===== src/fetch_pkg.sv =====
package fetch_pkg;

    // ----------------------------------------------------------
    // Widths and fixed values of the fetch path
    // ----------------------------------------------------------
    localparam int ISA_WIDTH = 32;

    // Instruction word and byte address of an instruction
    typedef logic [ISA_WIDTH-1:0] word_t;
    typedef logic [ISA_WIDTH-1:0] pc_t;

    // First fetch address after reset
    localparam pc_t RESET_PC = '0;

    // Sequential step, one 32-bit word
    localparam pc_t INST_BYTES = 32'd4;

    // Queue size and pointer width
    localparam int QUEUE_DEPTH = 4;
    localparam int QUEUE_PTR_W = $clog2(QUEUE_DEPTH);

    // RV32 major opcodes that decode tells apart
    localparam logic [6:0] OPC_JAL   = 7'b1101111;
    localparam logic [6:0] OPC_OPIMM = 7'b0010011;
    localparam logic [6:0] OPC_LUI   = 7'b0110111;

    // Retire classes
    typedef enum logic [1:0] {
        JAL,
        OPIMM,
        LOAD_UPPER,
        OTHER
    } inst_class_e;

    // Read master states
    typedef enum logic [1:0] {
        IDLE,
        ADDR,
        DATA
    } fetch_state_e;

endpackage

===== src/fetch_ifs.sv =====


// One fetched entry with its valid/ready pair
interface fetch_entry_if;
    fetch_pkg::pc_t   pc;
    fetch_pkg::word_t ins;
    logic             fault;
    logic             valid;
    logic             ready;

    modport producer (output pc, ins, fault, valid, input ready);
    modport consumer (input pc, ins, fault, valid, output ready);
endinterface


===== src/inst_decode.sv =====
`timescale 1ns/10ps

module inst_decode
(
    input  logic                   M_AXI_ACLK,
    input  logic                   ifu_rst,
    fetch_entry_if.consumer        pop,
    input  logic                   i_hold,
    output logic                   o_redirect,
    output fetch_pkg::pc_t         o_redirect_pc,
    output logic                   o_retire_valid,
    output fetch_pkg::pc_t         o_retire_pc,
    output fetch_pkg::word_t       o_retire_ins,
    output fetch_pkg::inst_class_e o_retire_class,
    output logic                   o_retire_fault,
    output fetch_pkg::pc_t         o_retire_next_pc
);

    fetch_pkg::inst_class_e cls;
    fetch_pkg::pc_t         j_imm;
    fetch_pkg::pc_t         next_pc;
    logic                   pop_fire;

    // Stall on hold
    assign pop.ready = !i_hold;
    assign pop_fire  = pop.valid && pop.ready;

    // ----------------------------------------------------------
    // Opcode class, a faulted entry is always OTHER
    // ----------------------------------------------------------
    always_comb
    begin
        cls = fetch_pkg::OTHER;
        if (!pop.fault)
        begin
            case (pop.ins[6:0])
                fetch_pkg::OPC_JAL:   cls = fetch_pkg::JAL;
                fetch_pkg::OPC_OPIMM: cls = fetch_pkg::OPIMM;
                fetch_pkg::OPC_LUI:   cls = fetch_pkg::LOAD_UPPER;
                default:              cls = fetch_pkg::OTHER;
            endcase
        end
    end

    // J-type immediate, sign extended, bit 0 always zero
    assign j_imm = {{11{pop.ins[31]}}, pop.ins[31], pop.ins[19:12], pop.ins[20],
                    pop.ins[30:21], 1'b0};

    // Jump target or fall through
    assign next_pc = (cls == fetch_pkg::JAL) ? pop.pc + j_imm : pop.pc + fetch_pkg::INST_BYTES;

    // Control outputs, redirect pulses with the JAL retire
    always_ff @(posedge M_AXI_ACLK or negedge ifu_rst)
    begin
        if (!ifu_rst)
        begin
            o_retire_valid <= 1'b0;
            o_redirect     <= 1'b0;
        end
        else
        begin
            o_retire_valid <= pop_fire;
            o_redirect     <= pop_fire && (cls == fetch_pkg::JAL);
        end
    end

    // Retire payload
    always_ff @(posedge M_AXI_ACLK)
    begin
        if (pop_fire)
        begin
            o_retire_pc      <= pop.pc;
            o_retire_ins     <= pop.ins;
            o_retire_class   <= cls;
            o_retire_fault   <= pop.fault;
            o_retire_next_pc <= next_pc;
            o_redirect_pc    <= next_pc;
        end
    end

endmodule


===== src/flat_wrapper.sv =====
// flat-port wrapper written by rule: the top's interface ports become plain ports
module inst_decode_flat 
  (M_AXI_ACLK, ifu_rst, i_hold, o_redirect, o_redirect_pc, o_retire_valid, o_retire_pc, o_retire_ins, o_retire_class, o_retire_fault, o_retire_next_pc, pop_pc, pop_ins, pop_fault, pop_valid, pop_ready);
  fetch_entry_if pop_i ();
  input  logic M_AXI_ACLK;
  input  logic ifu_rst;
  input  logic i_hold;
  output logic o_redirect;
  output fetch_pkg::pc_t o_redirect_pc;
  output logic o_retire_valid;
  output fetch_pkg::pc_t o_retire_pc;
  output fetch_pkg::word_t o_retire_ins;
  output fetch_pkg::inst_class_e o_retire_class;
  output logic o_retire_fault;
  output fetch_pkg::pc_t o_retire_next_pc;
  input wire logic [$bits(pop_i.pc)-1:0] pop_pc;
  input wire logic [$bits(pop_i.ins)-1:0] pop_ins;
  input wire logic [$bits(pop_i.fault)-1:0] pop_fault;
  input wire logic [$bits(pop_i.valid)-1:0] pop_valid;
  output wire logic [$bits(pop_i.ready)-1:0] pop_ready;
  assign pop_i.pc = pop_pc;
  assign pop_i.ins = pop_ins;
  assign pop_i.fault = pop_fault;
  assign pop_i.valid = pop_valid;
  assign pop_ready = pop_i.ready;
  inst_decode u_core (.M_AXI_ACLK(M_AXI_ACLK), .ifu_rst(ifu_rst), .pop(pop_i), .i_hold(i_hold), .o_redirect(o_redirect), .o_redirect_pc(o_redirect_pc), .o_retire_valid(o_retire_valid), .o_retire_pc(o_retire_pc), .o_retire_ins(o_retire_ins), .o_retire_class(o_retire_class), .o_retire_fault(o_retire_fault), .o_retire_next_pc(o_retire_next_pc));
endmodule

===== config.mk =====
export PLATFORM = sky130hd
export DESIGN_NAME = inst_decode_flat
export DESIGN_NICKNAME = d
export VERILOG_FILES = /design/src/fetch_pkg.sv /design/src/fetch_ifs.sv /design/src/inst_decode.sv /design/src/flat_wrapper.sv
export SDC_FILE = /design/constraint.sdc
export NUM_CORES = 1
export LEC_CHECK = 0
export ABC_AREA = 1
export BUFFER_PORTS_ARGS = -buffer_cell sky130_fd_sc_hd__buf_4
export CORE_ASPECT_RATIO = 1.1
export CORE_MARGIN = 2
export CORE_UTILIZATION = 25
export CTS_CLUSTER_SIZE = 25
export DETAILED_ROUTE_END_ITERATION = 12
export PLACE_DENSITY = 0.46
export SETUP_SLACK_MARGIN = 0.1
export SLEW_MARGIN = 20
export SYNTH_ARGS = -nofsm -noshare
export SYNTH_HDL_FRONTEND = slang
export SYNTH_SLANG_ARGS = --single-unit
export TNS_END_PERCENT = 50

===== constraint.sdc =====
create_clock -name M_AXI_ACLK -period 0.8 [get_ports M_AXI_ACLK]
set_input_delay 0.16 -clock M_AXI_ACLK [delete_from_list [all_inputs] [get_ports M_AXI_ACLK]]
set_output_delay 0.16 -clock M_AXI_ACLK [all_outputs]
set_load 0.02 [all_outputs]

==> out/qor.yml <==
startpoint_type: "primary input"
max_stage_delay_ns: 0.35
setup_violations: 167
cts_buffers: 9
cp.depth: 15
crit_family: "simple AND/OR/NAND/NOR gates"
cp-end-kind: "flip-flop"
critical_path.n_buffers_inverters: 4
postSynthCellCount: 840
vdd_drop_max_mv: 0.918
crit_slowest_cell: "fa_2"
clk_pin_slew_ns: 0.07
timing.final.crit_share_pct: 174
grt_max_degree: 22
drv_cap: 0
vias: 6650
power.density_nw_per_um2: 1420
design_area_um2: 12300
die-area_um2: 28100
synth_cell_types: 38
nets: 1287
grt_pass1_vias: 6749
clk_path_buf_depth: 2
placed_area_um2: 9390
worstSetupStartpoint: "pop_ins[21]"
die_y_um: 176
htreeDepth: 3
rsz0062_at_grt: "yes"
status: "finished, violations left"
holdWs_ns: -0.0344
fmaxAchievable_mhz: 717
io_pins: 203
postRouteWirelength_um: 25000
violations: "negative hold slack, negative setup slack"
cp_cell_sequence: "buf_8, ha_4, inv_2, fa_2, inv_2, buf_6, nand2_4, nand3_4, nand2_2, nand2_4, nand2_2, nand2_1, nand2_1, nand3_1, nand2_1"
die_w_um: 160
n_antenna_cell: 0
wl_per_cell_um: 16.2
relSlewSlack_pct: 81.4
cp.arrival_ns: 1.52
finalMaxSlewViolations: 0
finalHoldViolCount: 1
core_area_um2: 26200
rows: 62
fin_crit_ns: 1.39
grt_pass1_wl_um: 37700
synth-seq-cells: 100
yosys.area.top_type: "edfxtp_1"
syn_avg_cell_area_um2: 7.97
gp_congestion: 0.860
dr.first_iter.drc_count: 297
cts_tree: "built"
drc: 0
crit_end: "u_core.o_redirect_pc[23]"
finalWorstSetupSlack_ns: -0.594
track_usage_pct: 17.7
overflow: 0
drtAntennaViolNets: 0
cts-root-buf: "clkbuf_16"
initial_core_util_pct: 25.5
synth_nets: 941
netlist_top_cells_area: "edfxtp_1 44%, nand2_1 17%, inv_1 7.0%, ha_1 5.8%, nand3_1 4.4%"
seq_area_frac_synth_pct: 44.7
viasPerCell: 4.31
synth_top_area_share_pct: 44.0
hold_class: "primary input to flip-flop"
cp_common_cell: "nand2_1"
tightest_slew_ns: 0.279
drive_gt1_share_pct: 52.3
port_buffers: 202
synthToLayoutAreaGrowth_pct: 83.8
ys_warn_count: 0
path_max_fanout: 3
cts.sinks: 100
crit_type: "primary input to flip-flop"
antenna_found_initial: 0
required_ns: 0.92
power_leakage_nw: 5.70
pre_cts_ws_ns: -1.25
synthesis.area_um2: 6690
first_pass_iters: 4
dpl.hpwl_um: 19500
## sequential cells by signal, indices dropped and copies added (netlist names)
name,cells
u_core.o_redirect_pc,31
u_core.o_retire_pc,32
u_core.o_redirect,1
u_core.o_retire_valid,1
u_core.o_retire_fault,1
u_core.o_retire_ins,32
u_core.o_retire_class,2
## cell usage in the layout (no fill, tap or decap), types with 10 or more instances in the layout
cell type	synthesis	routed
nand3_2	1	16
edfxtp_1	98	98
nor2_1	70	32
buf_6	1	177
nor2_4	2	17
ha_4	0	31
nand2_4	1	23
nand4_1	10	10
nand2_2	1	72
buf_4	35	157
dlymetal6s4s_1	0	12
inv_2	2	15
nand2_1	298	205
nor2_2	3	26
inv_1	125	105
nand3_4	1	12
xor2_1	17	13
nand3_1	59	33
## logic make-up after synthesis
family / count (synthesis) / share of synthesized area [%]
AOI/OAI and AO/OA: 45 / 3.65
xor gates and xnor gates: 33 / 4.32
adders and majority gates: 32 / 6.09
buffers and inverters: 164 / 11.3
DFF: 100 / 44.7
and+or+nand+nor: 466 / 29.9
## power by group
group          switching, mW  internal [mW]
logic                   3.16           3.00
clock network           2.11           2.76
registers              0.237           6.15
total                   5.51           11.9
## stage by stage
stage | TNS (ns) | power, mW | std cells | hold WS (ns) | util (%)
floorplan | -147.36 | 8.67 | 840 | -0.136 | -
global placement | -62.55 | 10.8 | 1482 | -0.0572 | 35.8
detailed placement | -63.03 | 10.8 | 1482 | -0.0556 | 35.8
CTS | -56.52 | 17.0 | 1535 | -0.0488 | 44.7
global route | -60.19 | 18.2 | 1543 | -0.0396 | 46.9
finish | -54.15 | 17.4 | 1543 | -0.0344 | 46.9
## area by class of cell
type                            instances  area [µm²]
Fill cell                            2509       13900
Tap cell                              352         440
Timing Repair Buffer                  372        3740
Clock buffer                           10         229
Clock inverter                          6        86.3
Sequential cell                       100        2990
Inverter                              127         519
Multi-Input combinational cell        576        4290
## routing by layer
layer | GRT usage [%] | part of all wire [%] | vias to the layer above
li1 | - | - | 3354
met1 | 22.2 | 44 | 3142
met2 | 32.2 | 52 | 138
met3 | 1.65 | 2.9 | 16
met4 | 5.33 | 1.5 | 0
met5 | 0 | 0 | -
## what timing repair did
| action | CTS | global route |
|---|---|---|
| pin swaps | 71 | 78 |
| buffers inserted | 16 | 8 |
| endpoints found under the setup margin | 220 | 199 |
| hold buffers | 19 | 2 |
| resized for setup | 396 | 140 |
| hold endpoints to repair | 27 | 4 |
| gates cloned | 2 | 0 |
## cells in the mapped netlist (all sizes together)
library cell    n
nand2b          1
nor3            7
and2            1
dfrtp           2
nand3b          5
xnor2          16
a21oi          21
a21o            1
buf            37
or2             1
xor2           17
fa              1
nand2         300
nand3          61
nor2           76
ha             31
inv           127
o21ai          18
edfxtp         98
nor4            2
o21bai          5
nand4          12
## worst min path at each step
stage | from | slack (ns) | depth (start not counted) | to
floorplan | ifu_rst | -0.14 | 0 | u_core.o_redirect
finish | i_hold | -0.03 | 2 | u_core.o_redirect
CTS | i_hold | -0.05 | 2 | u_core.o_redirect
detailed placement | ifu_rst | -0.06 | 1 | u_core.o_redirect
global placement | ifu_rst | -0.06 | 1 | u_core.o_redirect
global route | i_hold | -0.04 | 2 | u_core.o_redirect
Power figures use the tool's default switching activity.
