===== config.mk =====
export PLATFORM = sky130hd
export DESIGN_NAME = inst_fetch_flat
export DESIGN_NICKNAME = d
export VERILOG_FILES = /design/src/axi_lite_pkg.sv /design/src/fetch_pkg.sv /design/src/fetch_ifs.sv /design/src/inst_fetch.sv /design/src/flat_wrapper.sv
export SDC_FILE = /design/constraint.sdc
export NUM_CORES = 1
export LEC_CHECK = 0
export ABC_AREA = 1
export BUFFER_PORTS_ARGS = -buffer_cell sky130_fd_sc_hd__buf_2
export CORE_MARGIN = 4
export CORE_UTILIZATION = 30
export DETAILED_ROUTE_END_ITERATION = 8
export MAX_ROUTING_LAYER = met4
export PLACE_DENSITY = 0.56
export SYNTH_ARGS = -nofsm -noshare
export SYNTH_HDL_FRONTEND = slang
export SYNTH_SLANG_ARGS = --single-unit

===== constraint.sdc =====
create_clock -name M_AXI_ACLK -period 2.5 [get_ports M_AXI_ACLK]
set_clock_uncertainty 0.05 [all_clocks]
set_input_delay 0 -clock M_AXI_ACLK [delete_from_list [all_inputs] [get_ports M_AXI_ACLK]]
set_output_delay 0 -clock M_AXI_ACLK [all_outputs]
set_load 0.01 [all_outputs]

===== src/axi_lite_pkg.sv =====
package axi_lite_pkg;

    // ----------------------------------------------------------
    // AXI4-Lite read channel types
    // ----------------------------------------------------------
    localparam int AXI_ADDR_WIDTH = 32;

    typedef logic [AXI_ADDR_WIDTH-1:0] axi_addr_t;
    typedef logic [1:0]                axi_resp_t;

    // RRESP codes
    localparam axi_resp_t RESP_OKAY   = 2'b00;
    localparam axi_resp_t RESP_DECERR = 2'b11;

    // Instruction memory geometry and timing
    localparam int MEM_WORDS   = 256;
    localparam int MEM_IDX_W   = $clog2(MEM_WORDS);
    localparam int MEM_LATENCY = 2;
    localparam int LAT_CNT_W   = $clog2(MEM_LATENCY + 1);

endpackage


===== src/fetch_pkg.sv =====
package fetch_pkg;

    // ----------------------------------------------------------
    // Widths and fixed values of the fetch path
    // ----------------------------------------------------------
    localparam int ISA_WIDTH = 32;

    // Instruction word and byte address of an instruction
    typedef logic [ISA_WIDTH-1:0] word_t;
    typedef logic [ISA_WIDTH-1:0] pc_t;

    // First fetch address after reset
    localparam pc_t RESET_PC = '0;

    // Sequential step, one 32-bit word
    localparam pc_t INST_BYTES = 32'd4;

    // Queue size and pointer width
    localparam int QUEUE_DEPTH = 4;
    localparam int QUEUE_PTR_W = $clog2(QUEUE_DEPTH);

    // RV32 major opcodes that decode tells apart
    localparam logic [6:0] OPC_JAL   = 7'b1101111;
    localparam logic [6:0] OPC_OPIMM = 7'b0010011;
    localparam logic [6:0] OPC_LUI   = 7'b0110111;

    // Retire classes
    typedef enum logic [1:0] {
        JAL,
        OPIMM,
        LOAD_UPPER,
        OTHER
    } inst_class_e;

    // Read master states
    typedef enum logic [1:0] {
        IDLE,
        ADDR,
        DATA
    } fetch_state_e;

endpackage

===== src/fetch_ifs.sv =====
`timescale 1ns/10ps

// AXI4-Lite read address and read data channels
interface axi_rd_if;
    axi_lite_pkg::axi_addr_t araddr;
    logic                    arvalid;
    logic                    arready;
    fetch_pkg::word_t        rdata;
    axi_lite_pkg::axi_resp_t rresp;
    logic                    rvalid;
    logic                    rready;

    modport master (output araddr, arvalid, rready, input arready, rdata, rresp, rvalid);
    modport slave  (input araddr, arvalid, rready, output arready, rdata, rresp, rvalid);
endinterface

// One fetched entry with its valid/ready pair
interface fetch_entry_if;
    fetch_pkg::pc_t   pc;
    fetch_pkg::word_t ins;
    logic             fault;
    logic             valid;
    logic             ready;

    modport producer (output pc, ins, fault, valid, input ready);
    modport consumer (input pc, ins, fault, valid, output ready);
endinterface


===== src/inst_fetch.sv =====
`timescale 1ns/10ps

module inst_fetch
(
    input  logic            M_AXI_ACLK,
    input  logic            ifu_rst,
    axi_rd_if.master        axi,
    fetch_entry_if.producer push,
    input  logic            i_room,
    input  logic            i_redirect,
    input  fetch_pkg::pc_t  i_redirect_pc
);

    fetch_pkg::fetch_state_e state_q;
    fetch_pkg::pc_t          pc_q;
    axi_lite_pkg::axi_addr_t araddr_q;
    logic                    discard_q;
    logic                    start_rd;
    logic                    r_fire;

    // ----------------------------------------------------------
    // Handshake decode
    // ----------------------------------------------------------

    // New read only with queue room and no redirect pending
    assign start_rd = (state_q == fetch_pkg::IDLE) && i_room && !i_redirect;

    // R beat accepted, rready is a level in DATA
    assign r_fire = axi.rvalid && axi.rready;

    // AR channel
    assign axi.araddr  = araddr_q;
    assign axi.arvalid = (state_q == fetch_pkg::ADDR);

    // R channel
    assign axi.rready = (state_q == fetch_pkg::DATA);

    // ----------------------------------------------------------
    // Push side, valid only in the R handshake cycle
    // ----------------------------------------------------------

    // Stale data after a redirect never reaches the queue
    assign push.valid = r_fire && !discard_q && !i_redirect;
    assign push.pc    = araddr_q;
    assign push.ins   = axi.rdata;
    // DECERR or any other non-OKAY code marks the entry
    assign push.fault = (axi.rresp != axi_lite_pkg::RESP_OKAY);

    // ----------------------------------------------------------
    // Read master FSM
    // ----------------------------------------------------------
    always_ff @(posedge M_AXI_ACLK or negedge ifu_rst)
    begin
        if (!ifu_rst)
        begin
            state_q <= fetch_pkg::IDLE;
        end
        else
        begin
            case (state_q)
                fetch_pkg::IDLE:
                begin
                    if (start_rd)
                        state_q <= fetch_pkg::ADDR;
                end
                // Hold ARVALID until the slave takes the address
                fetch_pkg::ADDR:
                begin
                    if (axi.arready)
                        state_q <= fetch_pkg::DATA;
                end
                fetch_pkg::DATA:
                begin
                    if (r_fire)
                        state_q <= fetch_pkg::IDLE;
                end
                default:
                begin
                    state_q <= fetch_pkg::IDLE;
                end
            endcase
        end
    end

    // Address captured once per read, stable while ARVALID waits
    always_ff @(posedge M_AXI_ACLK)
    begin
        if (start_rd)
            araddr_q <= pc_q;
    end

    // PC update, redirect wins over the sequential step
    always_ff @(posedge M_AXI_ACLK or negedge ifu_rst)
    begin
        if (!ifu_rst)
            pc_q <= fetch_pkg::RESET_PC;
        else if (i_redirect)
            pc_q <= i_redirect_pc;
        else if (push.valid)
            pc_q <= pc_q + fetch_pkg::INST_BYTES;
    end

    // Drop flag for a read in flight when the redirect came
    always_ff @(posedge M_AXI_ACLK or negedge ifu_rst)
    begin
        if (!ifu_rst)
            discard_q <= 1'b0;
        else if (r_fire)
            discard_q <= 1'b0;
        else if (i_redirect && (state_q != fetch_pkg::IDLE))
            discard_q <= 1'b1;
    end

endmodule


===== src/flat_wrapper.sv =====
// flat-port wrapper written by rule: the top's interface ports become plain ports
module inst_fetch_flat 
  (M_AXI_ACLK, ifu_rst, i_room, i_redirect, i_redirect_pc, axi_araddr, axi_arvalid, axi_rready, axi_arready, axi_rdata, axi_rresp, axi_rvalid, push_pc, push_ins, push_fault, push_valid, push_ready);
  axi_rd_if axi_i ();
  fetch_entry_if push_i ();
  input  logic M_AXI_ACLK;
  input  logic ifu_rst;
  input  logic i_room;
  input  logic i_redirect;
  input  fetch_pkg::pc_t i_redirect_pc;
  output wire logic [$bits(axi_i.araddr)-1:0] axi_araddr;
  output wire logic [$bits(axi_i.arvalid)-1:0] axi_arvalid;
  output wire logic [$bits(axi_i.rready)-1:0] axi_rready;
  input wire logic [$bits(axi_i.arready)-1:0] axi_arready;
  input wire logic [$bits(axi_i.rdata)-1:0] axi_rdata;
  input wire logic [$bits(axi_i.rresp)-1:0] axi_rresp;
  input wire logic [$bits(axi_i.rvalid)-1:0] axi_rvalid;
  output wire logic [$bits(push_i.pc)-1:0] push_pc;
  output wire logic [$bits(push_i.ins)-1:0] push_ins;
  output wire logic [$bits(push_i.fault)-1:0] push_fault;
  output wire logic [$bits(push_i.valid)-1:0] push_valid;
  input wire logic [$bits(push_i.ready)-1:0] push_ready;
  assign axi_araddr = axi_i.araddr;
  assign axi_arvalid = axi_i.arvalid;
  assign axi_rready = axi_i.rready;
  assign axi_i.arready = axi_arready;
  assign axi_i.rdata = axi_rdata;
  assign axi_i.rresp = axi_rresp;
  assign axi_i.rvalid = axi_rvalid;
  assign push_pc = push_i.pc;
  assign push_ins = push_i.ins;
  assign push_fault = push_i.fault;
  assign push_valid = push_i.valid;
  assign push_i.ready = push_ready;
  inst_fetch u_core (.M_AXI_ACLK(M_AXI_ACLK), .ifu_rst(ifu_rst), .axi(axi_i), .push(push_i), .i_room(i_room), .i_redirect(i_redirect), .i_redirect_pc(i_redirect_pc));
endmodule

==> results_dict.tcl <==
set metrics [dict create \
    dp_cells 669 \
    portBuffers 107 \
    gp_congestion 0.841 \
    drcViolationCount 0 \
    fin_cells 756 \
    grt_start_max_net_pins 36 \
    max_freq_ghz 0.537 \
    grt_overflow 0 \
    placed_area_mm2 0.00411 \
    ys_types 33 \
    clkTransAtPathRegs_ns 0.06 \
    numCtsBuffers 9 \
    final_area_mm2 0.00514 \
    initial_core_util 0.307 \
    rsz0062_at_grt "false" \
    cp_max_fo 7 \
    synth_nets 533 \
    hold_viol 0 \
    area_growth_syn_to_layout_pct 32.7 \
    drive_gt1_frac 0.257 \
    track_usage 0.152 \
    die_area_mm2 0.0148 \
    fin_crit_ns 1.86 \
    cp-start-kind "flip-flop" \
    grt_busiest_layer "met2" \
    critPathArrivalTime_ns 2.09 \
    dp_hpwl_um 7340 \
    vias 3293 \
    met1_usage 0.180 \
    htreeDepth 3 \
    slew_headroom 0.422 \
    cts_buffer_depth 2 \
    netlist_instances 459 \
    tightestPinTransition_ns 0.867 \
    first_global_vias 3440 \
    rows 41 \
    ys_seq_area_frac 0.474 \
    insertion_delay_ns 0.34 \
    die_h_um 122 \
    cts-resized-gates 0 \
    max-cap-violations 0 \
    critPathCaptureType "flip-flop" \
    cts-root-buf "clkbuf_16" \
    slew_viol_final 0 \
    crit_type "flip-flop to flip-flop" \
    ant_nets 0 \
    drt-total-wl_um 10500 \
    grtUsageMet3 0.0158 \
    status "finished, final reports clean" \
    ff_latch_area_mm2 0.00184 \
    n_fill_cell 1300 \
    fin_total_pwr_mw 3.30 \
    setup_viol 0 \
    fin_nets 653 \
    core_mm2 0.0126 \
    hold_path_class "input pin to flip-flop" \
    multi_input_area_mm2 0.00138 \
    diodes 0 \
    cts_tree "built" \
    avgSynthCellArea_um2 8.44 \
    peakVddDrop_uv 270 \
    antenna_found_initial 0 \
    finalSetupTns_ns 0 \
    syn_area_mm2 0.00387 \
    drtIter0Drc 122 \
    viasPerCell 4.36 \
    ys_seq_elements 67 \
    wl_per_cell_um 13.9 \
    ioPinCount 173 \
    p_per_area_mw_per_mm2 643 \
    finalCritPeriodShare 0.745 \
    leakagePower_nw 2.30 \
    grt_pass1_wl_um 16800 \
    grt_use_met2 0.261 \
    cp.required_ns 2.72 \
    cts.sinks 67 \
    dr.pass1.iters 4 \
    synth_warnings 0 \
    die_x_um 122 \
]
-- what timing repair did --
item | in CTS | in global routing
setup buffers | 0 | 0
endpoints found under the hold margin | 102 | 0
hold buffers | 71 | 0
-- kinds of logic (layout without fill, tap and decap cells) --
family / count (synthesis) / after routing / synth area share
compound gates: 22 / 22 / 0.0387
xor+xnor: 12 / 12 / 0.0271
simple gates: 254 / 254 / 0.288
buf+inv: 103 / 228 / 0.169
fa+ha+maj: 1 / 1 / 0.00323
flops: 67 / 67 / 0.474
-- state kept, by name, indices dropped and copies added (netlist names) --
name,cells
u_core.discard_q,1
u_core.pc_q,32
u_core.state_q,2
u_core.axi.araddr,32
-- area by class of cell --
class,instances,share of cell area
flip-flops and latches,67,0.357
multi-input cells,289,0.269
repair buffers,180,0.245
clock buffers,11,0.0514
well taps,172,0.0419
inverters,32,0.0236
clock inverters,5,0.0114
-- stage by stage --
stage | hold WS, ns | setup WS [ns] | utilization
after floorplan | -0.346 | 0.774 | -
after global placement | -0.0499 | 0.770 | 0.326
after detailed placement | -0.0499 | 0.740 | 0.326
after CTS | 0.0000569 | 0.600 | 0.407
after global routing | 0.0318 | 0.507 | 0.407
final | 0.00103 | 0.638 | 0.407
-- synthesized netlist by cell type --
library cell / n / area [um^2]
nand2_1: 152 / 571
buf_4: 65 / 488
nand3_1: 38 / 190
nor2_1: 38 / 143
dfrtp_1: 35 / 876
edfxtp_1: 32 / 961
inv_1: 28 / 105
xor2_1: 10 / 87.6
nor2_4: 7 / 78.8
o211ai_1: 7 / 52.6
nor2_2: 5 / 31.3
nand2_2: 4 / 25.0
o21ai_0: 4 / 20.0
a21oi_1: 3 / 15.0
buf_6: 3 / 33.8
clkbuf_1: 3 / 11.3
inv_2: 3 / 11.3
nand3b_1: 3 / 22.5
nand3_2: 2 / 20.0
o21ai_1: 2 / 10.0
o31ai_1: 2 / 15.0
xnor2_1: 2 / 17.5
a31oi_1: 1 / 6.26
clkinv_2: 1 / 5.00
ha_1: 1 / 12.5
nand2_4: 1 / 11.3
nand4_1: 1 / 6.26
nor3_1: 1 / 5.00
o21a_1: 1 / 7.51
o21ai_4: 1 / 16.3
o21bai_1: 1 / 7.51
or2_1: 1 / 6.26
or2_2: 1 / 6.26
-- cells in the final DEF, fill, tap and decap left out --
master	Yosys	routed
nand3b_1	3	3
nor2_2	5	5
clkinv_4	0	1
or2_1	1	1
nand3_2	2	2
inv_2	3	3
nor2_1	38	38
nand2_2	4	4
a31oi_1	1	1
o211ai_1	7	7
inv_1	28	28
xnor2_1	2	2
bufinv_16	0	1
clkinv_2	1	2
o21ai_0	4	4
o21ai_1	2	2
or2_2	1	1
buf_4	65	2
nor3_1	1	1
nor2_4	7	7
o21ai_4	1	1
xor2_1	10	10
edfxtp_1	32	32
a21oi_1	3	3
ha_1	1	1
nand2_4	1	1
o21bai_1	1	1
dlygate4sd3_1	0	71
dfrtp_1	35	35
nand4_1	1	1
o21a_1	1	1
buf_2	0	107
nand2_1	152	152
clkbuf_16	0	10
clkbuf_8	0	1
clkinvlp_4	0	2
nand3_1	38	38
o31ai_1	2	2
-- final timing paths --
check	start	to	slack [ns]	depth (start not counted)
setup / recovery	u_core.state_q[1]	u_core.pc_q[3]	0.64	7
hold / removal	i_redirect	u_core.pc_q[8]	0.001	4
setup reg to reg	u_core.state_q[1]	u_core.pc_q[3]	0.64	7
hold reg to reg	u_core.pc_q[0]	u_core.axi.araddr[0]	0.41	0
max in group asynchronous	ifu_rst	u_core.pc_q[26]	1.58	2
min in group asynchronous	ifu_rst	u_core.pc_q[0]	0.27	2
-- worst max-delay path, stage by stage, from the launching register on --
cell	delay, ns
dfrtp_1	0.41
inv_2	0.07
nor2_4	0.09
nand2_2	0.10
o21ai_4	0.31
nor2_1	0.07
a31oi_1	0.14
dlygate4sd3_1	0.56
-- routing by layer --
layer  vias to the layer above  wire length (um)
met5                         -                 0
met4                         0               199
met3                        12               608
met2                       150              5190
met1                      1481              4480
li1                       1650                 -
-- power breakdown --
part / internal (mW) / total [mW] / switching (mW)
Combinational: 0.250 / 0.550 / 0.300
Sequential: 1.29 / 1.42 / 0.128
Clock: 0.859 / 1.34 / 0.479
No activity file was read; power rests on OpenSTA's default activity.
