===== src/fetch_pkg.sv =====
package fetch_pkg;

    // ----------------------------------------------------------
    // Widths and fixed values of the fetch path
    // ----------------------------------------------------------
    localparam int ISA_WIDTH = 32;

    // Instruction word and byte address of an instruction
    typedef logic [ISA_WIDTH-1:0] word_t;
    typedef logic [ISA_WIDTH-1:0] pc_t;

    // First fetch address after reset
    localparam pc_t RESET_PC = '0;

    // Sequential step, one 32-bit word
    localparam pc_t INST_BYTES = 32'd4;

    // Queue size and pointer width
    localparam int QUEUE_DEPTH = 4;
    localparam int QUEUE_PTR_W = $clog2(QUEUE_DEPTH);

    // RV32 major opcodes that decode tells apart
    localparam logic [6:0] OPC_JAL   = 7'b1101111;
    localparam logic [6:0] OPC_OPIMM = 7'b0010011;
    localparam logic [6:0] OPC_LUI   = 7'b0110111;

    // Retire classes
    typedef enum logic [1:0] {
        JAL,
        OPIMM,
        LOAD_UPPER,
        OTHER
    } inst_class_e;

    // Read master states
    typedef enum logic [1:0] {
        IDLE,
        ADDR,
        DATA
    } fetch_state_e;

endpackage

===== src/fetch_ifs.sv =====


// One fetched entry with its valid/ready pair
interface fetch_entry_if;
    fetch_pkg::pc_t   pc;
    fetch_pkg::word_t ins;
    logic             fault;
    logic             valid;
    logic             ready;

    modport producer (output pc, ins, fault, valid, input ready);
    modport consumer (input pc, ins, fault, valid, output ready);
endinterface


===== src/fetch_queue.sv =====
`timescale 1ns/10ps

module fetch_queue
(
    input  logic            M_AXI_ACLK,
    input  logic            ifu_rst,
    fetch_entry_if.consumer push,
    fetch_entry_if.producer pop,
    output logic            o_room,
    input  logic            i_flush
);

    fetch_pkg::pc_t                   pc_mem    [fetch_pkg::QUEUE_DEPTH];
    fetch_pkg::word_t                 ins_mem   [fetch_pkg::QUEUE_DEPTH];
    logic                             fault_mem [fetch_pkg::QUEUE_DEPTH];
    logic [fetch_pkg::QUEUE_PTR_W-1:0] wr_ptr_q;
    logic [fetch_pkg::QUEUE_PTR_W-1:0] rd_ptr_q;
    logic [fetch_pkg::QUEUE_PTR_W:0]   count_q;
    logic                             push_en;
    logic                             pop_en;

    // Accepts unless all entries are held
    assign push.ready = (count_q != fetch_pkg::QUEUE_DEPTH);
    assign push_en    = push.valid && push.ready;

    // Head entry is hidden while a flush is under way
    assign pop.valid = (count_q != '0) && !i_flush;
    assign pop.pc    = pc_mem[rd_ptr_q];
    assign pop.ins   = ins_mem[rd_ptr_q];
    assign pop.fault = fault_mem[rd_ptr_q];
    assign pop_en    = pop.valid && pop.ready;

    // Room for one more read in flight
    assign o_room = (count_q < fetch_pkg::QUEUE_DEPTH - 1);

    // Entry storage
    always_ff @(posedge M_AXI_ACLK)
    begin
        if (push_en)
        begin
            pc_mem[wr_ptr_q]    <= push.pc;
            ins_mem[wr_ptr_q]   <= push.ins;
            fault_mem[wr_ptr_q] <= push.fault;
        end
    end

    // Pointers and count
    always_ff @(posedge M_AXI_ACLK or negedge ifu_rst)
    begin
        if (!ifu_rst)
        begin
            wr_ptr_q <= '0;
            rd_ptr_q <= '0;
            count_q  <= '0;
        end
        // Flush empties the queue
        else if (i_flush)
        begin
            wr_ptr_q <= '0;
            rd_ptr_q <= '0;
            count_q  <= '0;
        end
        else
        begin
            if (push_en)
                wr_ptr_q <= wr_ptr_q + 1'b1;
            if (pop_en)
                rd_ptr_q <= rd_ptr_q + 1'b1;
            if (push_en && !pop_en)
                count_q <= count_q + 1'b1;
            else if (pop_en && !push_en)
                count_q <= count_q - 1'b1;
        end
    end

endmodule


===== src/flat_wrapper.sv =====
// flat-port wrapper written by rule: the top's interface ports become plain ports
module fetch_queue_flat 
  (M_AXI_ACLK, ifu_rst, o_room, i_flush, push_pc, push_ins, push_fault, push_valid, push_ready, pop_pc, pop_ins, pop_fault, pop_valid, pop_ready);
  fetch_entry_if push_i ();
  fetch_entry_if pop_i ();
  input  logic M_AXI_ACLK;
  input  logic ifu_rst;
  output logic o_room;
  input  logic i_flush;
  input wire logic [$bits(push_i.pc)-1:0] push_pc;
  input wire logic [$bits(push_i.ins)-1:0] push_ins;
  input wire logic [$bits(push_i.fault)-1:0] push_fault;
  input wire logic [$bits(push_i.valid)-1:0] push_valid;
  output wire logic [$bits(push_i.ready)-1:0] push_ready;
  output wire logic [$bits(pop_i.pc)-1:0] pop_pc;
  output wire logic [$bits(pop_i.ins)-1:0] pop_ins;
  output wire logic [$bits(pop_i.fault)-1:0] pop_fault;
  output wire logic [$bits(pop_i.valid)-1:0] pop_valid;
  input wire logic [$bits(pop_i.ready)-1:0] pop_ready;
  assign push_i.pc = push_pc;
  assign push_i.ins = push_ins;
  assign push_i.fault = push_fault;
  assign push_i.valid = push_valid;
  assign push_ready = push_i.ready;
  assign pop_pc = pop_i.pc;
  assign pop_ins = pop_i.ins;
  assign pop_fault = pop_i.fault;
  assign pop_valid = pop_i.valid;
  assign pop_i.ready = pop_ready;
  fetch_queue u_core (.M_AXI_ACLK(M_AXI_ACLK), .ifu_rst(ifu_rst), .push(push_i), .pop(pop_i), .o_room(o_room), .i_flush(i_flush));
endmodule

===== config.mk =====
export PLATFORM = sky130hd
export DESIGN_NAME = fetch_queue_flat
export DESIGN_NICKNAME = d
export VERILOG_FILES = /design/src/fetch_pkg.sv /design/src/fetch_ifs.sv /design/src/fetch_queue.sv /design/src/flat_wrapper.sv
export SDC_FILE = /design/constraint.sdc
export NUM_CORES = 1
export LEC_CHECK = 0
export ABC_AREA = 1
export BUFFER_PORTS_ARGS = -buffer_cell sky130_fd_sc_hd__buf_2
export CORE_AREA = 2 2 152 117
export CTS_CLUSTER_SIZE = 12
export DETAILED_ROUTE_END_ITERATION = 10
export DIE_AREA = 0 0 154 119
export GPL_ROUTABILITY_DRIVEN = 0
export PLACE_DENSITY_LB_ADDON = 0.15
export SYNTH_ARGS = -nofsm -noshare
export SYNTH_HDL_FRONTEND = slang
export SYNTH_SLANG_ARGS = --single-unit

===== constraint.sdc =====
create_clock -name M_AXI_ACLK -period 11.4 [get_ports M_AXI_ACLK]
set_input_delay 2.28 -clock M_AXI_ACLK [delete_from_list [all_inputs] [get_ports M_AXI_ACLK]]
set_output_delay 2.28 -clock M_AXI_ACLK [all_outputs]
set_load 0.02 [all_outputs]

==> results of run 1 <==
cells in the final DEF (no fill, tap or decap), types with 5 or more instances in the layout:
cell type,n
nand2_1,9
buf_4,8
edfxtp_1,260
inv_1,12
buf_2,137
o21ai_0,122
o21ai_1,14
nand3_1,8
dfrtp_1,5
o22ai_1,65
nor2_1,132
clkbuf_16,27
clkbuf_1,7
nor2_4,5
worst max-delay path, stage by stage, from the launching register on:
cell and delay (ns):
dfrtp_4 0.68, inv_4 0.53, buf_4 0.71, o21ai_0 0.18
o22ai_1 0.20, buf_2 0.20
power by group through the flow:
| stage | Combinational [mW] | Clock [mW] | Sequential, mW |
|---|---|---|---|
| 2_1_floorplan | 0.455 | 0 | 1.24 |
| 3_3_place_gp | 0.632 | 0 | 1.25 |
| 3_5_place_dp | 0.650 | 0 | 1.26 |
| 4_1_cts | 0.652 | 0.765 | 1.24 |
| 5_1_grt | 0.704 | 0.806 | 1.25 |
| 6_report | 0.646 | 0.752 | 1.24 |
cell type report:
cell class,count,area [sq um],area share
repair buffers,145,746,0.0639
well taps,220,275,0.0236
inverters,15,58.8,0.00504
diodes,1,2.50,0.000215
clock inverters,1,5.00,0.000429
multi-input cells,370,1860,0.159
flip-flops and latches,267,7990,0.685
clock buffers,36,729,0.0625
metal layers:
layer,wire [um],vias up
li1,-,2853
met1,8670,3019
met2,9810,205
met3,1320,33
met4,356,6
met5,38,-
worst min-delay path by stage:
stage                                        from                       endpoint  slack, ns  depth (start not counted)
finish              u_core.count_q[1]$_DFFE_PN0P_  u_core.count_q[1]$_DFFE_PN0P_       0.64                          2
global route        u_core.count_q[1]$_DFFE_PN0P_  u_core.count_q[1]$_DFFE_PN0P_       0.64                          2
CTS                 u_core.count_q[1]$_DFFE_PN0P_  u_core.count_q[1]$_DFFE_PN0P_       0.64                          2
detailed placement  u_core.count_q[0]$_DFFE_PN0P_  u_core.count_q[0]$_DFFE_PN0P_       0.63                          2
global placement    u_core.count_q[0]$_DFFE_PN0P_  u_core.count_q[0]$_DFFE_PN0P_       0.60                          2
floorplan           u_core.count_q[0]$_DFFE_PN0P_  u_core.count_q[0]$_DFFE_PN0P_       0.57                          2
cells in the mapped netlist:
library cell	instances
dfrtp_1	7
o21ai_1	14
a21oi_1	1
o22ai_1	65
nand2_2	4
ha_1	4
inv_1	13
nand3_2	1
buf_2	6
clkbuf_1	26
a21boi_1	1
inv_4	1
inv_2	1
o21ai_0	122
edfxtp_1	260
nor3_2	1
nand2_1	9
buf_4	1
buf_6	7
fa_1	1
xnor2_1	1
nor2_4	1
nor2_1	136
clkbuf_2	2
nand3_1	8
a21oi_2	1
through the flow:
step	setup WS [ns]	power (mW)	hold WS [ns]	utilization	cell area, sq um
floorplan	5.83	1.70	0.571	-	10100
global placement	6.43	1.88	0.601	0.640	10900
detailed placement	6.41	1.91	0.626	0.640	10900
CTS	6.04	2.65	0.640	0.683	11700
global route	5.81	2.76	0.641	0.683	11700
finish	6.04	2.64	0.638	0.683	11700
state kept, by name (all words and copies together), names as in the netlist:
name and cells:
u_core.ins_mem 128, u_core.count_q 3, u_core.fault_mem 4, u_core.rd_ptr_q 2, u_core.wr_ptr_q 2, u_core.pc_mem 128
kinds of logic (layout without fill, tap and decap cells):
| family | count (synthesis) | after routing | share of synthesized area |
|---|---|---|---|
| other cells | 0 | 1 | 0 |
| flops | 267 | 267 | 0.791 |
| simple gates | 160 | 160 | 0.0635 |
| compound gates | 204 | 204 | 0.110 |
| xor+xnor | 1 | 1 | 0.000868 |
| buf+inv | 57 | 197 | 0.0280 |
| fa+ha+maj | 5 | 5 | 0.00694 |
==> summary.md, run 1 <==
| Metric | Value |
|---|---|
| Status | `completed` |
| Syn Nets | `769` |
| Setup TNS | `0 ns` |
| Vias per inst | `between 5 and 6` |
| Clock-pin slew on the worst setup and hold paths | `0.06 ns` |
| CTS hold repair buffers | `0` |
| WL final | `20200 um` |
| Port-buffer cells | `roughly 140` |
| Initial Util | `0.591` |
| Setup bufs post-CTS | `0` |
| Synthesis-stage register bit count | `267` |
| Io pins | `138` |
| Leakage | `4.09 nW` |
| Comb power frac | `0.245` |
| PwrDens | `between 200 and 250 nW/um^2` |
| VDD IR-drop max | `0.143 mV` |
| CTS max path bufs | `3` |
| Vias in the first global route | `6084` |
| Post-route ant nets | `0` |
| Post-synthesis cell count | `just under 700` |
| Final cell count without fillers | `1055` |
| Top-area cell type share of the netlist area | `0.774` |
| Worst reg2reg startpoint | `u_core.count_q[0]$_DFFE_PN0P_` |
| Final setup vio count | `0` |
| Skew final | `around 0.0056 ns` |
| Register-to-Register Setup Slack | `9.29 ns` |
| Tcrit/Tclk final | `0.470` |
| Die X | `154 um` |
| Worst-Skew Late Latency | `0.51 ns` |
| Worst r2r path cells | `5` |
| Placed cells | `approximately 1000` |
| GR Util met1 | `0.296` |
| Largest net degree at the start of global routing | `84` |
| Std-Cell Rows | `42` |
| Seq/Total Area, Yosys | `0.791` |
| Yosys warning total | `0` |
| Die ar. | `18300 sq um` |
| 1st-iter DRT viols | `516` |
| Startpoint class of the critical path | `flop` |
| DIE HEIGHT | `119 um` |
| Clock sink total | `267` |
| DRC violations left | `0` |
| R2r endpoint | `u_core.pc_mem[2][14]$_DFFE_PP_` |
| Num CTS Buffers | `26` |
| Sw Ratio | `0.312` |
| Grt met2 use | `0.363` |
| Clock period minus worst slack | `between 5 and 6 ns` |
| Area added between synthesis and finish | `15.5%` |
| Pins Over Slew Limit | `0` |
| Final nets | `900` |
| Slew Limit Headroom | `0.320` |
| Crit Path Class | `flop to output pin` |
| Worst setup path endpoint | `pop_pc[30]` |
| GRT Residual Overflow | `0` |
| Critical path capture point type | `output pin` |
| Sequential power share | `0.469` |
| Busiest grt layer | `met2` |
| Final Hold Viols | `0` |
| # fillers | `1149` |
| Worst Setup SP | `u_core.rd_ptr_q[0]$_DFFE_PN0P_` |
| Root Buffer | `clkbuf_16` |
| TritonCTS clock tree | `yes` |
| Max Fclk | `186 MHz` |
| CTS resizes | `0` |
| DP Wirelength | `10500 um` |
| Net switching power | `~0.8 mW` |
| Int Power | `1.81 mW` |
| Synth area leader | `edfxtp_1` |
| Share of cells above drive strength 1 | `0.230` |
| Core area | `17100 sq um` |
| Netlist cell types | `26` |
| Post-synthesis average cell area | `14.5 sq um` |
| Worst Path Required | `9.12 ns` |
| H-tree depth | `1` |
| Worst EP arrival | `3.08 ns` |
| Top post-synthesis cells by area | `edfxtp_1 (77%), o21ai_0 (6.0%), nor2_1 (5.1%), o22ai_1 (4.0%), dfrtp_1 (1.7%)` |
| Antenna violations before repair | `4` |
| Hold Crit Class | `flop to flop` |
| Clock Power Share | `0.285` |
| Post-Syn Area | `between 10000 and 15000 sq um` |
| DR pass1 iterations | `5` |
| Max cap viols | `0` |
| Met3 GRT Util | `0.0491` |
| Total Routing Usage GR | `0.220` |
| Worst-Margin Slew | `1.02 ns` |
| First-pass GRT wire length | `31100 um` |
| RSZ-0062 raised after global routing | `no` |
| Vias | `6116` |
| Crit-path max FO | `approximately 80` |
| Drt wl/cell | `roughly 19 um` |
Power figures use the tool's default switching activity.
==> run 2: changes to the inputs <==
--- a/config.mk
+++ b/config.mk
@@ -7,10 +7,10 @@
 export LEC_CHECK = 0
 export ABC_AREA = 1
 export BUFFER_PORTS_ARGS = -buffer_cell sky130_fd_sc_hd__buf_2
-export CORE_AREA = 2 2 152 117
+export CORE_AREA = 2 2 157 121
 export CTS_CLUSTER_SIZE = 12
 export DETAILED_ROUTE_END_ITERATION = 10
-export DIE_AREA = 0 0 154 119
+export DIE_AREA = 0 0 159 123
 export GPL_ROUTABILITY_DRIVEN = 0
 export PLACE_DENSITY_LB_ADDON = 0.15
 export SYNTH_ARGS = -nofsm -noshare
==> constraint.sdc (replaced) <==
create_clock -name M_AXI_ACLK -period 5.5 [get_ports M_AXI_ACLK]
set_input_delay 1.1 -clock M_AXI_ACLK [delete_from_list [all_inputs] [get_ports M_AXI_ACLK]]
set_output_delay 1.1 -clock M_AXI_ACLK [all_outputs]
set_load 0.02 [all_outputs]
==> run 2 against run 1 <==
Sequential share of layout area down 0.48 points. Hold slack got worse by 0.22 ns. Sequential cell count did not move. Cell area is 0.71% higher. Non-clock buffer count rose by 3. Sequential power up 110%. Clock-buffer cell count is 1 higher. Wire length up 4.1%. Clock skew increased by 0.0090 ns. Clock power increased by 110%. Register-to-register slack worse by 6.3 ns.
==> summary.md, run 2 (synthesized netlist as in run 1, its figures left out) <==
| Metric | Value |
|---|---|
| Clock-pin slew on the worst setup and hold paths | `0.06 ns` |
| Startpoint class of the critical path | `flop` |
| Worst Path Required | `4.40 ns` |
| Core area | `between 15000 and 20000 sq um` |
| Critical path capture point type | `output pin` |
| Commonest cells after routing, fill and taps aside | `edfxtp_1 (260), buf_2 (137), nor2_1 (132), o21ai_0 (122), o22ai_1 (65)` |
| Worst r2r path cells | `4` |
| Worst EP arrival | `about 2.9 ns` |
| Int Power | `3.76 mW` |
| Clock Power Share | `0.290` |
| # fillers | `about 1300` |
| Share of cells above drive strength 1 | `0.233` |
| Initial Util | `0.558` |
| H-tree depth | `1` |
| Dpl ws | `2.02 ns` |
| CTS max path bufs | `3` |
| 1st-iter DRT viols | `597` |
| Final setup vio count | `0` |
| Final critical-path setup slack | `1.53 ns` |
| Hold Crit Class | `primary input to asynchronous set/reset pin` |
| Die ar. | `19600 sq um` |
| Comb power frac | `0.247` |
| Max cap viols | `0` |
| Largest regs | `u_core.ins_mem: 128 flops, u_core.pc_mem: 128 flops, u_core.fault_mem: 4 flops` |
| Net switching power | `1.74 mW` |
| Final Hold Viols | `0` |
| Setup TNS | `0 ns` |
| Total power | `around 5.5 mW` |
| Area occupied by multi-input gates | `~1900 sq um` |
| Most common cell after layout, fill and taps aside | `edfxtp_1` |
| RSZ-0062 raised after global routing | `no` |
| Std-Cell Rows | `43` |
| Drt wl/cell | `19.2 um` |
| R2r endpoint | `u_core.ins_mem[3][29]$_DFFE_PP_` |
| Worst-Skew Late Latency | `0.52 ns` |
| Root Buffer | `clkbuf_16` |
| Final nets | `904` |
| PwrDens | `~470 nW/um^2` |
| Post-route ant nets | `0` |
| Port-buffer cells | `between 100 and 150` |
| Status | `completed` |
| Skew final | `approximately 0.015 ns` |
| Antenna violations before repair | `5` |
| Largest net degree at the start of global routing | `approximately 110` |
| Io pins | `138` |
| First-pass GRT wire length | `32300 um` |
| Crit-path max FO | `107` |
| GRT Residual Overflow | `0` |
| Clock period minus worst slack | `approximately 4.0 ns` |
| Register-to-Register Setup Slack | `2.97 ns` |
| Storage cell area | `7990 sq um` |
| Sw Ratio | `0.317` |
| DIE HEIGHT | `123 um` |
| Num CTS Buffers | `27` |
| Vias per inst | `5.63` |
| Die X | `approximately 160 um` |
| CTS hold repair buffers | `0` |
| WL final | `21000 um` |
| Worst-Margin Slew | `~1.2 ns` |
| Area added between synthesis and finish | `16.4%` |
| Setup bufs post-CTS | `0` |
| Leakage | `4.12 nW` |
| Tcrit/Tclk final | `0.722` |
| CTS resizes | `0` |
| DP Wirelength | `approximately 12000 um` |
| VDD IR-drop max | `roughly 0.28 mV` |
| DR pass1 iterations | `5` |
| Vias | `6143` |
| DRC violations left | `0` |
| Clock sink total | `267` |
| Sequential power share | `0.463` |
| Total Routing Usage GR | `0.214` |
| Slew Limit Headroom | `0.209` |
| Pins Over Slew Limit | `0` |
| Vias in the first global route | `a little over 6000` |
| TritonCTS clock tree | `yes` |
| Max Fclk | `252 MHz` |
| Crit Path Class | `flop to output pin` |
| Worst reg2reg startpoint | `u_core.count_q[2]$_DFFE_PN0P_` |
## run 2: through the flow
step | hold slack (ns) | util | cell area [sq um] | instances
2_1_floorplan | 0.571 | - | 10100 | 694
3_3_place_gp | 0.601 | 0.607 | 11000 | 1047
3_5_place_dp | 0.613 | 0.607 | 11000 | 1047
4_1_cts | 0.413 | 0.649 | 11700 | 1089
5_1_grt | 0.418 | 0.649 | 11700 | 1090
6_report | 0.421 | 0.650 | 11700 | 1092
## run 2: power by group through the flow
stage,Sequential (mW),Combinational (mW),Clock (mW)
2_1_floorplan,2.57,0.944,0
3_3_place_gp,2.58,1.34,0
3_5_place_dp,2.59,1.37,0
4_1_cts,2.55,1.38,1.61
5_1_grt,2.56,1.50,1.70
6_report,2.55,1.36,1.60
## run 2: worst max-delay path by stage
stage / startpoint / end / cells past startpoint
floorplan: push_valid / u_core.fault_mem[0]$_DFFE_PP_ / 2
global placement: u_core.rd_ptr_q[0]$_DFFE_PN0P_ / pop_ins[16] / 5
detailed placement: u_core.rd_ptr_q[0]$_DFFE_PN0P_ / pop_ins[28] / 5
CTS: u_core.rd_ptr_q[0]$_DFFE_PN0P_ / pop_ins[28] / 5
global route: u_core.rd_ptr_q[0]$_DFFE_PN0P_ / pop_ins[13] / 5
finish: u_core.rd_ptr_q[0]$_DFFE_PN0P_ / pop_ins[28] / 5
## run 2: area by class of cell
class	count	area share
antenna	3	0.000639
clock buffer	37	0.0616
clock inverter	5	0.00277
inverter	15	0.00501
multi-input combinational	370	0.158
sequential	267	0.680
tap	247	0.0263
timing repair buffer	148	0.0654
## run 2: worst max-delay path: stages, from the launching register on
cell and delay, ns:
dfrtp_4 0.62, inv_4 0.74, buf_4 0.43, nor2_1 0.09, o22ai_1 0.21, buf_2 0.20
## run 2: per-layer routing
metal	wire, um	part of all wire	track usage
met1	9020	0.43	0.276
met5	39	0.0019	0
met3	1550	0.074	0.0611
met2	10000	0.48	0.365
met4	373	0.018	0.0528
==> run 3: changes to the inputs <==
==> constraint.sdc (replaced) <==
create_clock -name M_AXI_ACLK -period 3.79 [get_ports M_AXI_ACLK]
set_input_delay 0.758 -clock M_AXI_ACLK [delete_from_list [all_inputs] [get_ports M_AXI_ACLK]]
set_output_delay 0.758 -clock M_AXI_ACLK [all_outputs]
set_load 0.02 [all_outputs]
==> run 3 against run 2 <==
Cell area barely moved. Clock-buffer cell count decreased by 8. Sequential share of layout area barely moved. Clock power grew 38%. Combinational power grew 51%. Register-to-register slack got worse by 1.3 ns. Utilization about the same. Non-clock buffer count rose by 2. Sequential power rose by 44%. Clock skew is 0.0047 ns lower.
==> summary.md, run 3 (synthesized netlist as in run 1, its figures left out) <==
| Metric | Value |
|---|---|
| Status | `completed` |
| Initial Util | `0.558` |
| Post-route ant nets | `0` |
| Leakage | `about 4.1 nW` |
| Antenna violations before repair | `2` |
| H-tree depth | `1` |
| Area occupied by multi-input gates | `1860 sq um` |
| Clock period minus worst slack | `3.12 ns` |
| DIE HEIGHT | `123 um` |
| Final Cell Area | `between 10000 and 15000 sq um` |
| Pins Over Slew Limit | `0` |
| Placed Area | `between 10000 and 15000 sq um` |
| Worst Path Required | `between 3 and 4 ns` |
| Drt wl/cell | `19.2 um` |
| Final setup vio count | `0` |
| Final Hold Viols | `0` |
| Share of cells above drive strength 1 | `0.234` |
| Crit Path Class | `flop to output pin` |
| Largest net degree at the start of global routing | `approximately 130` |
| Worst-Margin Slew | `0.735 ns` |
| PwrDens | `675 nW/um^2` |
| Std-Cell Rows | `between 40 and 50` |
| Storage cell area | `7990 sq um` |
| DR pass1 iterations | `5` |
| Io pins | `roughly 140` |
| TritonCTS clock tree | `yes` |
| Max Fclk | `roughly 320 MHz` |
| Startpoint class of the critical path | `flop` |
| Critical path capture point type | `output pin` |
| CTS resizes | `0` |
| Port-buffer cells | `137` |
| VDD IR-drop max | `between 0.5 and 0.6 mV` |
| # fillers | `approximately 1300` |
| Total Routing Usage GR | `0.210` |
| Max cap viols | `0` |
| RSZ-0062 raised after global routing | `no` |
| Vias in the first global route | `5920` |
| Tcrit/Tclk final | `0.824` |
| Root Buffer | `clkbuf_16` |
| CTS hold repair buffers | `0` |
| Commonest cells after routing, fill and taps aside | `edfxtp_1 (260), buf_2 (137), nor2_1 (132), o21ai_0 (122), o22ai_1 (65)` |
| Most common cell after layout, fill and taps aside | `edfxtp_1` |
| Die X | `approximately 160 um` |
| Worst-Skew Late Latency | `between 0.5 and 0.6 ns` |
| Final cell count without fillers | `1083` |
| Clock-pin slew on the worst setup and hold paths | `0.06 ns` |
| Num CTS Buffers | `26` |
| Largest regs | `u_core.ins_mem: 128 flops, u_core.pc_mem: 128 flops, u_core.fault_mem: 4 flops` |
| Area added between synthesis and finish | `16.4%` |
| Die ar. | `19600 sq um` |
| DRC violations left | `0` |
| DP Wirelength | `~12000 um` |
| Worst hold slack | `0.0742 ns` |
| Hold Crit Class | `primary input to asynchronous set/reset pin` |
| Setup bufs post-CTS | `0` |
| Vias per inst | `5.66` |
| Slew Limit Headroom | `0.510` |
| Vias | `~6000` |
| Util after Layout | `0.650` |
| WL final | `20800 um` |
| 1st-iter DRT viols | `530` |
| First-pass GRT wire length | `31800 um` |
| Clock sink total | `between 200 and 300` |
| Placed cells | `1049` |
| Crit-path max FO | `48` |
| CTS max path bufs | `3` |
| GRT Residual Overflow | `0` |
| Worst EP arrival | `2.36 ns` |
| Core area | `~18000 sq um` |
| Skew final | `between 0.009 and 0.01 ns` |
| Final nets | `a little over 900` |
## run 3: cell types whose count changed in the layout (fill, tap and decap cells not counted), sizes merged
cell / change
clkbuf: -8
buf: +2
inv: -2
diode: -1
## run 3: path summary, 6_finish.rpt
path                                             endpoint  cells past startpoint  slack [ns]                           start
max                                            pop_pc[26]                      5        0.67  u_core.rd_ptr_q[0]$_DFFE_PN0P_
min                        u_core.wr_ptr_q[1]$_DFFE_PN0P_                      1        0.07                         ifu_rst
max reg2reg                 u_core.count_q[2]$_DFFE_PN0P_                     12        1.69   u_core.count_q[2]$_DFFE_PN0P_
min reg2reg                 u_core.count_q[0]$_DFFE_PN0P_                      2        0.62   u_core.count_q[0]$_DFFE_PN0P_
max in group asynchronous  u_core.rd_ptr_q[0]$_DFFE_PN0P_                      1        3.53                         ifu_rst
min in group M_AXI_ACLK     u_core.pc_mem[2][8]$_DFFE_PP_                      1        0.45                      push_pc[8]
## run 3: metal layers
layer | wire, um | GRT usage
met2 | 9690 | 0.336
met3 | 1500 | 0.0463
met1 | 9200 | 0.300
met4 | 400 | 0.0534
met5 | 13 | 0
## run 3: through the flow
| step | power (mW) | TNS [ns] | worst slack [ns] |
|---|---|---|---|
| after floorplan | 5.10 | -68.01 | -0.262 |
| after global placement | 5.73 | 0 | 1.28 |
| after detailed placement | 5.80 | 0 | 1.22 |
| after CTS | 7.99 | 0 | 0.676 |
| after global routing | 8.30 | 0 | 0.549 |
| final | 7.93 | 0 | 0.668 |
## run 3: worst max-delay path, cell delays in order (launching register included)
cell and delay, ns:
dfrtp_4 0.50, inv_4 0.35, buf_4 0.39, o21ai_0 0.14
o22ai_1 0.21, buf_2 0.21
## run 3: final cells by class
class                   count  share of cell area
flip-flops and latches    267               0.680
multi-input cells         370               0.158
repair buffers            150              0.0709
clock buffers              29              0.0582
well taps                 247              0.0263
inverters                  15             0.00501
clock inverters             3             0.00107
diodes                      2            0.000426
## run 3: power breakdown
part           leakage, nW  internal [mW]  switching [mW]
clock                0.342           1.25           0.954
combinational         1.30          0.593            1.47
sequential            2.47           3.58          0.0848
total                 4.12           5.43            2.51
